[src/hw/vga_pkg.sv]
package vga_pkg;

    // horizontal timing in pixel clocks
    // retrace first, then front border, visible area, back border
    localparam int h_display = 640;
    localparam int h_front   = 48;
    localparam int h_back    = 16;
    localparam int h_retrace = 96;
    localparam int h_total   = 800;

    // vertical timing in lines, same ordering as horizontal
    localparam int v_display = 480;
    localparam int v_front   = 33;
    localparam int v_back    = 10;
    localparam int v_retrace = 2;
    localparam int v_total   = 525;

    // visible window bounds in raw scan counts, end is exclusive
    localparam int h_start = h_retrace + h_front;
    localparam int h_end   = h_start + h_display;
    localparam int v_start = v_retrace + v_front;
    localparam int v_end   = v_start + v_display;

    // frames each pattern stays on screen
    localparam int frames_per_pattern = 2;

    // eight colour bars across the visible width
    localparam int bar_width = h_display / 8;

    // scan count or pixel coordinate
    typedef logic [9:0] coord_t;
    // 4 bits per channel, red on top, blue at the bottom
    typedef logic [11:0] colour_t;
    // frame count within one pattern
    typedef logic [0:0] frame_cnt_t;

    localparam colour_t colour_black = 12'h000;
    localparam colour_t colour_white = 12'hfff;

    // scan state for one pixel, x and y relative to the visible origin
    typedef struct packed {
        logic   hsync;
        logic   vsync;
        logic   display_en;
        coord_t x;
        coord_t y;
    } vga_timing_t;

    // order matters, the sequencer steps through these in turn
    typedef enum logic [1:0] {
        pat_bars,
        pat_grid,
        pat_gradient,
        pat_checker
    } pattern_t;

    typedef enum logic {
        st_idle,
        st_run
    } seq_state_t;

endpackage

[src/hw/pattern_gen.sv]
`timescale 1ns/1ps

module pattern_gen (
    input  logic                 clk,
    input  logic                 rst_n,
    input  vga_pkg::vga_timing_t timing,
    input  vga_pkg::pattern_t    pattern,
    input  logic                 video_on,
    output logic                 hsync,
    output logic                 vsync,
    output vga_pkg::colour_t     rgb
);

    import vga_pkg::*;

    // pixel is inside the window and video is running
    logic pixel_active;

    // which of the eight bars, x / bar_width
    logic [2:0] bar_idx;
    coord_t     bar_quot;

    // per-pattern colours
    colour_t bars_colour;
    colour_t grid_colour;
    colour_t grad_colour;
    colour_t check_colour;

    // colour before the output register
    colour_t colour_next;

    assign pixel_active = timing.display_en && video_on;

    // constant divide, only three bits survive inside the window
    assign bar_quot = timing.x / coord_t'(bar_width);
    assign bar_idx  = bar_quot[2:0];

    // bars
    // index bits pick red, green and blue
    assign bars_colour = {
        {4{bar_idx[2]}},
        {4{bar_idx[1]}},
        {4{bar_idx[0]}}
    };

    // grid lines every 32 pixels in both directions
    assign grid_colour = ((timing.x[4:0] == 5'd0) || (timing.y[4:0] == 5'd0)) ?
                         colour_white : colour_black;

    // red ramps along x, green along y
    assign grad_colour = {timing.x[9:6], timing.y[8:5], 4'h0};

    // 32 pixel squares
    assign check_colour = (timing.x[5] ^ timing.y[5]) ? colour_white : colour_black;

    // pattern select with blanking
    always_comb begin
        colour_next = colour_black;
        if (pixel_active) begin
            case (pattern)
                pat_bars:     colour_next = bars_colour;
                pat_grid:     colour_next = grid_colour;
                pat_gradient: colour_next = grad_colour;
                pat_checker:  colour_next = check_colour;
                default:      colour_next = colour_black;
            endcase
        end
    end

    // output register
    // syncs ride along so they stay aligned with the colour
    always_ff @(posedge clk or negedge rst_n) begin
        if (!rst_n) begin
            hsync <= 1'b0;
            vsync <= 1'b0;
            rgb   <= colour_black;
        end else begin
            hsync <= timing.hsync;
            vsync <= timing.vsync;
            rgb   <= colour_next;
        end
    end

    // no colour may leak into the borders or retrace
    a_blank_outside : assert property (
        @(posedge clk) disable iff (!rst_n)
        !timing.display_en |=> (rgb == colour_black)
    );

endmodule

[src/hw/pattern_sequencer.sv]
`timescale 1ns/1ps

module pattern_sequencer (
    input  logic              clk,
    input  logic              rst_n,
    input  logic              frame_start,
    input  logic              video_enable,
    output vga_pkg::pattern_t pattern,
    output logic              video_on
);

    import vga_pkg::*;

    seq_state_t state;
    frame_cnt_t frame_cnt;

    // count reached the last frame of the current pattern
    logic pattern_done;

    assign pattern_done = (frame_cnt == frame_cnt_t'(frames_per_pattern - 1));

    // step to the following pattern, checker wraps back to bars
    function automatic pattern_t next_pattern(input pattern_t cur);
        pattern_t nxt;
        case (cur)
            pat_bars:     nxt = pat_grid;
            pat_grid:     nxt = pat_gradient;
            pat_gradient: nxt = pat_checker;
            pat_checker:  nxt = pat_bars;
            default:      nxt = pat_bars;
        endcase
        return nxt;
    endfunction

    // sequencer FSM
    // everything is evaluated only on frame_start, so changes land in vsync retrace
    always_ff @(posedge clk or negedge rst_n) begin
        if (!rst_n) begin
            state     <= st_idle;
            pattern   <= pat_bars;
            frame_cnt <= '0;
        end else if (frame_start) begin
            case (state)
                st_idle: begin
                    // always restart with bars at the first frame
                    if (video_enable) begin
                        state     <= st_run;
                        pattern   <= pat_bars;
                        frame_cnt <= '0;
                    end
                end
                st_run: begin
                    if (!video_enable) begin
                        // drop out for at least this whole frame
                        state <= st_idle;
                    end else if (pattern_done) begin
                        pattern   <= next_pattern(pattern);
                        frame_cnt <= '0;
                    end else begin
                        frame_cnt <= frame_cnt + frame_cnt_t'(1);
                    end
                end
                default: begin
                    state <= st_idle;
                end
            endcase
        end
    end

    // straight decode of the state register
    assign video_on = (state == st_run);

    // pattern and gating only move right after a frame start
    a_change_at_frame : assert property (
        @(posedge clk) disable iff (!rst_n)
        ((pattern != $past(pattern)) || (video_on != $past(video_on)))
            |-> $past(frame_start)
    );

endmodule

[src/hw/vga_timing.sv]
`timescale 1ns/1ps

module vga_timing (
    input  logic                 clk,
    input  logic                 rst_n,
    output vga_pkg::vga_timing_t timing,
    output logic                 frame_start
);

    import vga_pkg::*;

    // raw scan position, zero is the start of sync retrace
    coord_t h_cnt;
    coord_t v_cnt;

    // last count of a line and of a frame
    logic h_last;
    logic v_last;

    // decoded window flags
    logic h_visible;
    logic v_visible;

    assign h_last = (h_cnt == coord_t'(h_total - 1));
    assign v_last = (v_cnt == coord_t'(v_total - 1));

    // horizontal counter
    // one pixel per clock, wraps at the line total
    always_ff @(posedge clk or negedge rst_n) begin
        if (!rst_n) begin
            h_cnt <= '0;
        end else if (h_last) begin
            h_cnt <= '0;
        end else begin
            h_cnt <= h_cnt + coord_t'(1);
        end
    end

    // vertical counter
    // steps once per line, on the horizontal wrap
    always_ff @(posedge clk or negedge rst_n) begin
        if (!rst_n) begin
            v_cnt <= '0;
        end else if (h_last) begin
            if (v_last) begin
                v_cnt <= '0;
            end else begin
                v_cnt <= v_cnt + coord_t'(1);
            end
        end
    end

    // visible window, start inclusive, end exclusive
    assign h_visible = (h_cnt >= coord_t'(h_start)) && (h_cnt < coord_t'(h_end));
    assign v_visible = (v_cnt >= coord_t'(v_start)) && (v_cnt < coord_t'(v_end));

    // decode the scan state
    always_comb begin
        // syncs are active low during retrace at the head of line and frame
        timing.hsync      = (h_cnt >= coord_t'(h_retrace));
        timing.vsync      = (v_cnt >= coord_t'(v_retrace));
        timing.display_en = h_visible && v_visible;
        // relative coords, meaningless outside the window
        timing.x          = h_cnt - coord_t'(h_start);
        timing.y          = v_cnt - coord_t'(v_start);
    end

    // single cycle at the very top of each frame
    assign frame_start = (h_cnt == '0) && (v_cnt == '0);

    // counters must never run past the frame totals
    a_h_cnt_range : assert property (
        @(posedge clk) disable iff (!rst_n)
        h_cnt < coord_t'(h_total)
    );

    a_v_cnt_range : assert property (
        @(posedge clk) disable iff (!rst_n)
        v_cnt < coord_t'(v_total)
    );

endmodule

[src/hw/vga_top.sv]
`timescale 1ns/1ps

module vga_top (
    input  logic             clk,
    input  logic             rst_n,
    input  logic             video_enable,
    output logic             hsync,
    output logic             vsync,
    output vga_pkg::colour_t rgb
);

    import vga_pkg::*;

    // scan state, combinational from the counters
    vga_timing_t timing;
    // one cycle at count zero of each frame
    logic        frame_start;

    // sequencer outputs, stable for whole frames
    pattern_t    pattern;
    logic        video_on;

    // scan counters and sync decode
    vga_timing vga_timing_i (
        .clk         (clk),
        .rst_n       (rst_n),
        .timing      (timing),
        .frame_start (frame_start)
    );

    // picks the pattern and gates video per frame
    pattern_sequencer pattern_sequencer_i (
        .clk          (clk),
        .rst_n        (rst_n),
        .frame_start  (frame_start),
        .video_enable (video_enable),
        .pattern      (pattern),
        .video_on     (video_on)
    );

    // colour plus output register
    // all three outputs lag the scan by one cycle
    pattern_gen pattern_gen_i (
        .clk      (clk),
        .rst_n    (rst_n),
        .timing   (timing),
        .pattern  (pattern),
        .video_on (video_on),
        .hsync    (hsync),
        .vsync    (vsync),
        .rgb      (rgb)
    );

endmodule

[config.mk]
export PLATFORM = sky130hd
export DESIGN_NAME = vga_top
export DESIGN_NICKNAME = d
export VERILOG_FILES = /design/src/hw/vga_pkg.sv /design/src/hw/pattern_gen.sv /design/src/hw/pattern_sequencer.sv /design/src/hw/vga_timing.sv /design/src/hw/vga_top.sv
export SDC_FILE = /design/constraint.sdc
export NUM_CORES = 1
export LEC_CHECK = 0
export ABC_AREA = 1
export BUFFER_PORTS_ARGS = -buffer_cell sky130_fd_sc_hd__buf_2
export CAP_MARGIN = 20
export CORE_MARGIN = 10
export CORE_UTILIZATION = 55
export CTS_BUF_LIST = sky130_fd_sc_hd__clkbuf_8
export CTS_CLUSTER_DIAMETER = 80
export DETAILED_ROUTE_END_ITERATION = 10
export GPL_TIMING_DRIVEN = 0
export PLACE_DENSITY = 0.77
export REMOVE_ABC_BUFFERS = 1
export SLEW_MARGIN = 20
export SYNTH_ARGS = -nofsm -noshare
export SYNTH_HDL_FRONTEND = slang
export SYNTH_HIERARCHICAL = 1
export SYNTH_SLANG_ARGS = --single-unit
[constraint.sdc]
create_clock -name clk -period 2.1 [get_ports clk]
set_input_delay 0.315 -clock clk [delete_from_list [all_inputs] [get_ports clk]]
set_output_delay 0.315 -clock clk [all_outputs]
set_load 0.02 [all_outputs]
# After elaboration in Yosys (flattened, before gate mapping)
# Index checks and enable logic that the tools add are counted.
totals:
  ff_bits: 38
  input_bits: 3
  wordCells: 59
classes:
  add_sub_neg: 5
  n_reduce_logical: 13
  n_div: 1
  n_bitwise: 2
  muxes: 16
  magnitude_cmp: 6
  n_eq_ne: 8
ops:
  columns: ["operator", "count"]
  rows:
  - ["$pmux 12 s4", 1]
  - ["$mux 12", 3]
  - ["$add 10x1->10 const B", 2]
  - ["$eq 10x10->1 const B", 2]
  - ["$logic_not 10->1", 2]
  - ["$lt 10x10->1 const B", 2]
  - ["$mux 10", 2]
  - ["$div 10x7->10 const B", 1]
  - ["$ge 10x2->1 const B", 1]
  - ["$ge 10x6->1 const B", 1]
  - ["$ge 10x7->1 const B", 1]
  - ["$ge 10x8->1 const B", 1]
  - ["$logic_not 5->1", 2]
  - ["$sub 10x8->10 const B", 1]
  - ["$sub 9x6->9 const B", 1]
  - ["$pmux 2 s4", 1]
  - ["$mux 2", 3]
  - ["$ne 2x2->1 const B", 3]
  - ["$logic_and 1x1->1", 5]
  - ["$eq 2x2->1 const B", 2]
  - ["$mux 1", 4]
  - ["$pmux 2 s2", 1]
  - ["$reduce_and 4->1", 1]
  - ["$reduce_and 3->1", 1]
  - ["other kinds (7)", 7]

# Logic depth before layout (Yosys ltp)
# Gate-level depths: netlist of the first run.
depth:
  ltp_word: 6
  mapped_depth: 17
  depth_no_buf: 17

# By module
# The synthesis of the first run kept the hierarchy.
by_module_without_submodules:
  columns: ["mod", "cells_per_inst", "seq_area_each_um2", "area_each_um2", "instances"]
  rows:
  - ["vga_timing", 209, 500.5, 1529.0, 1]
  - ["pattern_gen", 96, 275.3, 694.4, 1]
  - ["pattern_sequencer", 24, 100.1, 188.9, 1]

# Least setup slack after synthesis of the first run
# No wires, ideal clock.
synth_path:
  kind: "register -> register"
  start: "register vga_timing_i.h_cnt[4]"
  end: "register pattern_gen_i.rgb[4]"
  setup_ns: 0.114
  n_path_buf: 0
  t_required_ns: 1.986
  t_arrival_ns: 2.104
  slack_ns: -0.119
  path_stages_with_launch: 18
  cell_sequence: "dfrtp_1 inv_1 ha_1 a21oi_1 xor2_1 inv_2 nand2_1 nand3_1 nand2_1 nand2_1 nand2_1 nand2_1 nand2_2 inv_2 nand2_2 nand3_2 nand3b_1 inv_1"
synth_rtl:
  columns: ["element", "line_no", "source"]
  rows:
  - ["from (decl)", "vga_timing.sv:13", "coord_t h_cnt;"]
  - ["from (signal assigned)", "vga_timing.sv:35", "h_cnt <= h_cnt + coord_t'(1);"]
  - ["to (signal assigned)", "pattern_gen.sv:76", "rgb <= colour_black;"]
  - ["to (signal assigned)", "pattern_gen.sv:80", "rgb <= colour_next;"]
  - ["to (decl)", "pattern_gen.sv:11", "output vga_pkg::colour_t rgb"]

==> flow_metrics.py, run 1 <==
metrics = {
    "finish": {
        "drive_gt1_share_pct": 25.0,
        "multiInputGateArea_um2": 1380,
        "n_antenna_cell": 0,
        "seq_area_um2": 881,
        "fillers": 332,
        "syn2layout_area_growth_pct": 17.9,
        "final_cells": 406,
        "fin_nets": 367,
    },
    "cts": {
        "clockBufferDepth": 2,
        "h-tree-depth": 2,
        "holdBufCountCts": 0,
        "cts_tree": "built",
        "cts_inserted_buffers": 5,
        "root_buffer": "clkbuf_8",
        "cts_sinks": 35,
        "clkTransAtPathRegs_ns": 0.08,
        "insertion_delay_ns": 0.29,
    },
    "detailed_routing": {
        "vias_per_cell": 5.31,
        "wl_per_cell_um": 13.1,
        "drc_errors": 0,
        "detail_route.wirelength_um": 5320,
        "first_pass_iters": 4,
        "ant_nets": 0,
        "vias": 2156,
        "drtIter0Drc": 118,
    },
    "setup_path": {
        "crit_required_ns": 2.33,
        "cp-start-kind": "flop",
        "critPathArrivalTime_ns": 2.27,
        "worstRegToRegCells": 14,
        "crit_type": "reg2reg",
        "worst_setup_path_end_kind": "flop",
        "path_max_fanout": 4,
    },
    "synthesis": {
        "netlist_instances": 327,
        "syn_avg_cell_area_um2": 7.34,
        "syn_area_um2": 2400,
        "synth_warnings": 6,
    },
    "placed_design": {
        "gp_congestion": 0.862,
        "dp_slack_ns": -0.491,
        "dp_hpwl_um": 3520,
        "port_buffers": 16,
        "dp.cells": 382,
    },
    "power_and_ir_drop": {
        "vdd_drop_max_v": 0.000391,
        "p_clk_share_pct": 46.8,
        "power_frac_seq_pct": 50.6,
        "p_int_uw": 1070,
        "p_switching_uw": 275,
        "powerDensity_nw_per_um2": 475,
        "p_leak_uw": 0.00149,
        "switching_share_pct": 20.4,
        "p_comb_share_pct": 2.6,
    },
    "timing": {
        "slew_viol_final": 0,
        "tightest_slew_ns": 0.780,
        "hold_viol_final": 0,
        "fin_crit_ns": 2.04,
        "setup_viol": 0,
        "skew_ns": 0.00766,
        "rsz0062_at_grt": "yes",
        "fmaxAchievable_mhz": 490,
        "relSlewSlack_pct": 48.0,
        "finalWorstSetupSlack_ns": 0.0593,
        "fin_crit_sh_pct": 97.2,
    },
    "die": {
        "die_x_um": 86.0,
        "coreArea_um2": 4120,
        "rows": 23,
        "initial_core_util_pct": 58.3,
        "fp.dieArea_um2": 7400,
        "dieHeight_um": 86.0,
        "ioPinCount": 17,
    },
    "grt": {
        "grt_util_all_layers_pct": 13.9,
        "grt_pass1_wl_um": 8580,
        "grt_overflow": 0,
        "grt_max_degree": 36,
        "grt_pass1_vias": 1956,
        "antenna_found_initial": 0,
    },
    "min_path": {
        "hp-class": "in2async",
    },
    "run": {
        "cap_violations": 0,
    },
    "run_status": {
        "outcome": "completed",
    },
}
-- area by class of cell --
class | instances | area share [%]
Multi-Input combinational cell | 230 | 48.8
Sequential cell | 35 | 31.1
Inverter | 53 | 7.12
Timing Repair Buffer | 30 | 6.55
Clock buffer | 6 | 2.92
Tap cell | 50 | 2.21
Clock inverter | 2 | 1.24
-- final timing paths --
kind	start	end	slack [ns]
max reg2reg	vga_timing_i/h_cnt[4]$_DFF_PN0_	pattern_gen_i/rgb[6]$_DFF_PN0_	0.06
min	rst_n	pattern_gen_i/rgb[3]$_DFF_PN0_	0.1
min in group clk	video_enable	pattern_sequencer_i/video_on$_DFFE_PN0P_	0.29
max	vga_timing_i/h_cnt[4]$_DFF_PN0_	pattern_gen_i/rgb[6]$_DFF_PN0_	0.06
max in group asynchronous	rst_n	vga_timing_i/v_cnt[1]$_DFFE_PN0N_	1.45
min reg2reg	pattern_sequencer_i/frame_cnt$_DFFE_PN0P_	pattern_sequencer_i/frame_cnt$_DFFE_PN0P_	0.53
-- metrics by stage --
stage	hold WS, ns	utilization (%)	total power, uW	area [um^2]	setup TNS (ns)
floorplan	0.0194	-	707	2310	-0.528
global placement	0.438	59.5	725	2450	-2.89
detailed placement	0.441	59.5	725	2450	-3.09
CTS	0.129	64.5	1360	2650	0
global route	0.168	68.7	1390	2830	-0.394
finish	0.0999	68.7	1340	2830	0
-- sequential cells by signal, summed over array words and instances (netlist names) --
register                       flops
pattern_gen_i/hsync                1
pattern_gen_i/rgb                  9
pattern_gen_i/vsync                1
pattern_sequencer_i/frame_cnt      1
pattern_sequencer_i/pattern        2
pattern_sequencer_i/video_on       1
vga_timing_i/h_cnt                10
vga_timing_i/v_cnt                10
-- what timing repair did --
item,in CTS,in global routing
pin swaps,3,18
setup buffers,5,9
gates resized for setup,13,22
endpoints found under the setup margin,14,16
gates cloned,0,2
-- worst max-delay path, cell delays in order (launching register included) --
cell	delay, ns
dfrtp_1	0.37
inv_2	0.08
ha_4	0.18
a21oi_4	0.21
xor2_4	0.20
inv_2	0.08
buf_4	0.14
buf_4	0.13
o211ai_1	0.17
nand2_2	0.08
inv_2	0.07
nand2_4	0.05
nand3_4	0.07
nand3b_1	0.08
inv_1	0.06
-- routing by layer --
layer  routed length [um]  up-vias  part of all wire, %  global-route usage [%]
met1                 2330      993                   44                    15.9
met3                  347        6                  6.5                    4.26
met2                 2590       60                   49                    23.5
met4                   53        0                  1.0                    5.69
li1                     -     1097                    -                       -
met5                    0        -                    0                       0
-- placed cells by master (no fill, tap or decap), types with 6 or more instances in the layout --
cell type	n
nand2_2	7
nand3_2	7
nor2_1	30
xor2_1	13
inv_2	8
clkbuf_8	6
nand2_1	67
nor3_1	10
buf_4	14
inv_1	44
nand4_1	9
dfrtp_1	31
o21ai_0	9
nand3_1	23
buf_2	16
ha_1	8
a21oi_1	12
-- power by group through the flow --
stage	clock network [uW]	registers (uW)	logic, uW
after global placement	0	693	31.6
after detailed placement	0	693	32.2
after CTS	643	680	32.7
after floorplan	0	692	14.6
final	629	680	34.3
after global routing	669	681	40.9
Power figures use the tool's default switching activity.
==> run 2, diff against run 1 <==
--- a/config.mk
+++ b/config.mk
@@ -5,7 +5,6 @@
 export SDC_FILE = /design/constraint.sdc
 export NUM_CORES = 1
 export LEC_CHECK = 0
-export ABC_AREA = 1
 export BUFFER_PORTS_ARGS = -buffer_cell sky130_fd_sc_hd__buf_2
 export CAP_MARGIN = 20
 export CORE_MARGIN = 10
==> run 2 against run 1 <==
Net effect:
- the flow now finishes with violations (setup timing)
- largest cell class unchanged
- synthesized cell count shrank 17%
- routed wire length shrank 3.3%
- die area shrank 0.72%
- sequential cell count is the same
- clock skew grew 0.0024 ns
- sequential share of layout area grew 0.43 points
- worst hold slack gained 0.0089 ns
- non-clock buffer count grew 4
==> flow_metrics.py, run 2 <==
metrics = {
    "run_status": {
        "outcome": "finished, violations left",
        "violations": "setup timing",
    },
    "power_and_ir_drop": {
        "p_leak_uw": 0.00127,
        "powerDensity_nw_per_um2": 418,
        "vdd_drop_max_v": 0.000325,
    },
    "detailed_routing": {
        "detail_route.wirelength_um": 5150,
        "vias_per_cell": 5.78,
        "vias": 1954,
        "drtIter0Drc": 81,
        "ant_nets": 0,
        "first_pass_iters": 4,
        "wl_per_cell_um": 15.2,
        "drc_errors": 0,
    },
    "cts": {
        "holdBufCountCts": 0,
        "insertion_delay_ns": 0.29,
        "cts_tree": "built",
        "clockBufferDepth": 2,
        "root_buffer": "clkbuf_8",
        "clkTransAtPathRegs_ns": 0.08,
        "cts_sinks": 35,
        "h-tree-depth": 2,
        "cts_inserted_buffers": 5,
    },
    "die": {
        "rows": 23,
        "fp.dieArea_um2": 7350,
        "initial_core_util_pct": 58.1,
        "ioPinCount": 17,
        "dieHeight_um": 85.7,
        "coreArea_um2": 4090,
        "die_x_um": 85.7,
    },
    "setup_path": {
        "path_max_fanout": 12,
        "critPathArrivalTime_ns": 2.34,
        "cp-start-kind": "flop",
        "crit_required_ns": 2.32,
        "worst_setup_path_end_kind": "flop",
        "crit_type": "reg2reg",
    },
    "finish": {
        "reg_top3": "vga_timing_i/h_cnt: 10 flops, vga_timing_i/v_cnt: 10 flops, pattern_gen_i/rgb: 9 flops",
        "syn2layout_area_growth_pct": 18.1,
        "n_antenna_cell": 0,
        "drive_gt1_share_pct": 32.3,
        "fillers": 300,
        "utilization_pct": 68.7,
        "mostFrequentLayoutCell": "dfrtp_1",
        "fin_nets": 299,
        "layout_common_cells": "dfrtp_1, nor2_1, nand2_1",
        "multiInputGateArea_um2": 1510,
        "seq_area_um2": 886,
    },
    "timing": {
        "skew_ns": 0.0100,
        "hold_viol_final": 0,
        "setup_viol": 3,
        "rsz0062_at_grt": "yes",
        "relSlewSlack_pct": 47.1,
        "fin_hold_ws_ns": 0.109,
        "fmaxAchievable_mhz": 473,
        "fin_crit_ns": 2.12,
        "tightest_slew_ns": 0.794,
        "fin_crit_sh_pct": 101,
        "finalWorstSetupSlack_ns": -0.0159,
        "slew_viol_final": 0,
    },
    "run": {
        "cap_violations": 0,
    },
    "grt": {
        "grt_pass1_vias": 1900,
        "grt_pass1_wl_um": 8640,
        "grt_util_all_layers_pct": 14.0,
        "grt_overflow": 0,
        "antenna_found_initial": 0,
        "grt_max_degree": 36,
    },
    "synthesis": {
        "syn_avg_cell_area_um2": 8.70,
        "syn_area_um2": 2380,
        "netlist_instances": 273,
        "synth_warnings": 6,
    },
    "placed_design": {
        "gp_congestion": 0.838,
        "port_buffers": 16,
        "dp_hpwl_um": 3250,
    },
    "min_path": {
        "hp-class": "in2async",
    },
}
run 2: cell types whose count changed in the layout (fill, tap and decap cells not counted), moves of 6 or more:
| cell | before | now |
|---|---|---|
| and3_1 | 0 | 6 |
| inv_1 | 44 | 9 |
| nand2_1 | 67 | 20 |
| nand2b_1 | 0 | 8 |
| nand3_1 | 23 | 12 |
| nand3_2 | 7 | 0 |
| nor2_1 | 30 | 21 |
| o21ai_0 | 9 | 16 |
| xnor2_1 | 1 | 9 |
| xor2_1 | 13 | 7 |
run 2: final cells by class:
type                       instances  area share, %
clock buffer                       5           2.45
inverter                          12           1.69
clock inverter                     3          0.580
timing repair buffer              34           7.67
multi-input combinational        199           53.8
sequential                        35           31.6
tap                               50           2.23
run 2: final timing paths:
check,depth (start not counted),slack (ns),start,to
hold reg to reg,2,0.54,vga_timing_i/h_cnt[0]$_DFF_PN0_,vga_timing_i/h_cnt[0]$_DFF_PN0_
setup reg to reg,7,-0.02,vga_timing_i/v_cnt[2]$_DFFE_PN0N_,pattern_gen_i/rgb[4]$_DFF_PN0_
max in group asynchronous,1,1.44,rst_n,vga_timing_i/h_cnt[4]$_DFF_PN0_
hold / removal,1,0.11,rst_n,vga_timing_i/v_cnt[7]$_DFFE_PN0N_
min in group clk,3,0.32,video_enable,pattern_sequencer_i/pattern[0]$_DFFE_PN0P_
setup / recovery,7,-0.02,vga_timing_i/v_cnt[2]$_DFFE_PN0N_,pattern_gen_i/rgb[4]$_DFF_PN0_
run 2: metrics by stage:
stage / std cells / worst slack [ns] / TNS [ns] / cell area, um^2 / power [uW]
4_1_cts: 336 / 0.000915 / 0 / 2710 / 1180
2_1_floorplan: 246 / -0.261 / -1.42 / 2230 / 694
3_3_place_gp: 312 / -0.575 / -5.79 / 2370 / 711
3_5_place_dp: 312 / -0.584 / -6.05 / 2370 / 712
5_1_grt: 338 / -0.123 / -0.938 / 2810 / 1210
6_report: 338 / -0.0159 / -0.0271 / 2810 / 1170
run 2: layer usage:
layer | routed length (um) | GRT usage [%] | vias to the layer above
met1 | 2260 | 15.6 | 950
met5 | 0 | 0 | -
met2 | 2650 | 25.4 | 34
met3 | 192 | 3.88 | 5
li1 | - | - | 965
met4 | 51 | 3.89 | 0
run 2: power by group:
| group | switching, uW | internal, uW |
|---|---|---|
| combinational | 15.2 | 3.65 |
| clock | 249 | 227 |
| sequential | 2.56 | 675 |
run 2: timing repair:
item | CTS | global route
buffers inserted | 16 | 2
gates resized for setup | 26 | 20
pin swaps | 6 | 6
endpoints found under the setup margin | 18 | 17
hold endpoints to repair | 0 | 0
run 2: worst max-delay path, cell delays in order, from the launching register on:
cell and delay, ns:
dfrtp_1 0.62, a21oi_1 0.11, xor2_1 0.16, or4_4 0.50, o21ai_2 0.21, o31ai_4 0.11
a21o_4 0.23, nor2_2 0.11
==> run 3, diff against run 2 <==
--- a/config.mk
+++ b/config.mk
@@ -7,13 +7,15 @@
 export LEC_CHECK = 0
 export BUFFER_PORTS_ARGS = -buffer_cell sky130_fd_sc_hd__buf_2
 export CAP_MARGIN = 20
+export CELL_PAD_IN_SITES_DETAIL_PLACEMENT = 0
+export CELL_PAD_IN_SITES_GLOBAL_PLACEMENT = 1
 export CORE_MARGIN = 10
-export CORE_UTILIZATION = 55
+export CORE_UTILIZATION = 43
 export CTS_BUF_LIST = sky130_fd_sc_hd__clkbuf_8
 export CTS_CLUSTER_DIAMETER = 80
 export DETAILED_ROUTE_END_ITERATION = 10
 export GPL_TIMING_DRIVEN = 0
-export PLACE_DENSITY = 0.77
+export PLACE_DENSITY = 0.78
 export REMOVE_ABC_BUFFERS = 1
 export SLEW_MARGIN = 20
 export SYNTH_ARGS = -nofsm -noshare
==> run 3 against run 2 <==
Net effect:
- the flow now finishes without violations
- non-clock buffer count up 5
- largest cell class unchanged
- routed wire length up 1.7%
- highest routed layer unchanged
- worst hold slack improved by 0.019 ns
- maximum frequency rose by 1.0%
- utilization shrank 15 points
==> flow_metrics.py, run 3 (same netlist as run 2, synthesis figures left out) <==
metrics = {
    "grt": {
        "grt_pass1_wl_um": 8730,
        "grt_util_met2_pct": 20.5,
        "grt_max_degree": 36,
        "grt_util_all_layers_pct": 11.9,
        "grt_pass1_vias": 1850,
        "met3_usage_pct": 3.57,
        "grt_overflow": 0,
        "top_usage_layer": "met2",
        "antenna_found_initial": 0,
        "grt.met1_usage_pct": 14.0,
    },
    "timing": {
        "fmaxAchievable_mhz": 477,
        "fin_crit_sh_pct": 99.7,
        "tightest_slew_ns": 0.829,
        "fin_hold_ws_ns": 0.127,
        "setup_viol": 0,
        "slew_viol_final": 0,
        "finalWorstSetupSlack_ns": 0.00543,
        "hold_viol_final": 0,
        "rsz0062_at_grt": "yes",
        "relSlewSlack_pct": 44.7,
        "fin_crit_ns": 2.09,
        "skew_ns": 0.00681,
    },
    "detailed_routing": {
        "ant_nets": 0,
        "detail_route.wirelength_um": 5230,
        "wl_per_cell_um": 14.3,
        "vias": 1979,
        "drc_errors": 0,
        "first_pass_iters": 4,
        "drtIter0Drc": 90,
        "vias_per_cell": 5.42,
    },
    "placed_design": {
        "dp_hpwl_um": 3320,
        "dp_slack_ns": -0.627,
        "gp_congestion": 0.816,
        "port_buffers": 16,
    },
    "finish": {
        "layout_common_cells": "dfrtp_1, buf_4, nand2_1, nor2_1, o21ai_0",
        "reg_top3": "vga_timing_i/h_cnt: 10 flops, vga_timing_i/v_cnt: 10 flops, pattern_gen_i/rgb: 9 flops",
        "mostFrequentLayoutCell": "dfrtp_1",
        "drive_gt1_share_pct": 36.2,
        "fillers": 493,
        "n_antenna_cell": 0,
        "syn2layout_area_growth_pct": 23.7,
        "fin_nets": 304,
    },
    "setup_path": {
        "critPathMaxStageDelay_ns": 0.43,
        "path_max_fanout": 5,
        "critPathArrivalTime_ns": 2.27,
        "critPathBufInv": 2,
        "r2r_setup_slack_ns": 0.005,
        "crit_slowest_cell": "dfrtp_2",
        "worstRegToRegCells": 9,
        "cp-start-kind": "flop",
        "startpoint": "vga_timing_i/h_cnt[4]$_DFF_PN0_",
        "endpoint": "pattern_gen_i/rgb[11]$_DFF_PN0_",
        "cpLargestDelayFamily": "compound AO/OA/AOI/OAI gates",
        "worstPathCellList": "inv_4 > nand3_4 > a21oi_4 > xor2_4 > inv_2 > maj3_2 > a211o_4 > a21oi_2 > nor2_1",
        "crit_required_ns": 2.28,
        "r2r-start": "vga_timing_i/h_cnt[4]$_DFF_PN0_",
        "r2r_end": "pattern_gen_i/rgb[11]$_DFF_PN0_",
        "worst_setup_path_end_kind": "flop",
        "crit_type": "reg2reg",
        "cp_num_cells": 9,
    },
    "power_and_ir_drop": {
        "powerDensity_nw_per_um2": 403,
        "finalPower_uw": 1180,
        "p_leak_uw": 0.00129,
        "vdd_drop_max_v": 0.000263,
    },
    "run": {
        "cap_violations": 0,
    },
    "cts": {
        "insertion_delay_ns": 0.29,
        "cts_inserted_buffers": 5,
        "root_buffer": "clkbuf_8",
        "cts_tree": "built",
        "holdBufCountCts": 0,
        "h-tree-depth": 2,
        "cts_sinks": 35,
        "clkTransAtPathRegs_ns": 0.08,
        "clockBufferDepth": 2,
    },
    "die": {
        "rows": 27,
        "dieHeight_um": 94.3,
        "initial_core_util_pct": 43.7,
        "die_x_um": 94.3,
        "coreArea_um2": 5440,
        "ioPinCount": 17,
        "fp.dieArea_um2": 8900,
    },
    "min_path": {
        "hp-class": "in2async",
    },
    "run_status": {
        "outcome": "completed",
    },
}
## run 3: cell types whose count changed in the layout (fill, tap and decap cells not counted), sizes merged
| cell | previous run | this run |
|---|---|---|
| clkinvlp | 1 | 2 |
| inv | 13 | 12 |
| buf | 34 | 39 |
## run 3: where the power goes
group	switching, uW	leakage (uW)	internal (uW)
logic	16.1	0.000795	3.65
registers	2.87	0.000456	675
clock network	255	0.0000402	231
total	274	0.00129	910
## run 3: how the worst min path moves through the flow
stage	endpoint	slack [ns]	start	depth (start not counted)
6_report	pattern_gen_i/rgb[9]$_DFF_PN0_	0.13	rst_n	1
2_1_floorplan	pattern_gen_i/hsync$_DFF_PN0_	0.02	rst_n	0
5_1_grt	pattern_gen_i/rgb[11]$_DFF_PN0_	0.19	rst_n	1
3_5_place_dp	pattern_gen_i/rgb[11]$_DFF_PN0_	0.47	rst_n	1
4_1_cts	pattern_gen_i/rgb[9]$_DFF_PN0_	0.16	rst_n	1
3_3_place_gp	pattern_gen_i/hsync$_DFF_PN0_	0.47	rst_n	1
## run 3: layout make-up
type / count / area [um^2] / share of cell area, %
Clock buffer: 5 / 68.8 / 2.34
Clock inverter: 3 / 20.0 / 0.681
Inverter: 12 / 50.0 / 1.70
Multi-Input combinational cell: 199 / 1570 / 53.4
Sequential cell: 35 / 888 / 30.2
Tap cell: 72 / 90.1 / 3.06
Timing Repair Buffer: 39 / 253 / 8.60
## run 3: metrics by stage
stage | instance area (um^2) | util [%] | cells | setup TNS [ns]
after floorplan | 2230 | - | 246 | -1.42
after global placement | 2400 | 44.1 | 334 | -6.84
after detailed placement | 2400 | 44.1 | 334 | -7.06
after CTS | 2760 | 50.7 | 357 | 0
after global routing | 2940 | 54.1 | 365 | -0.405
final | 2940 | 54.1 | 365 | 0
## run 3: routing by layer
layer	vias up	routed length, um	part of all wire (%)
li1	978	-	-
met1	961	2220	42
met2	38	2660	51
met3	2	341	6.5
met4	0	19	0.36
met5	-	0	0
## run 3: repair_timing
item	in CTS	in global routing
setup endpoints to repair	21	13
buffers inserted	15	8
pin swaps	6	13
resized for setup	32	26
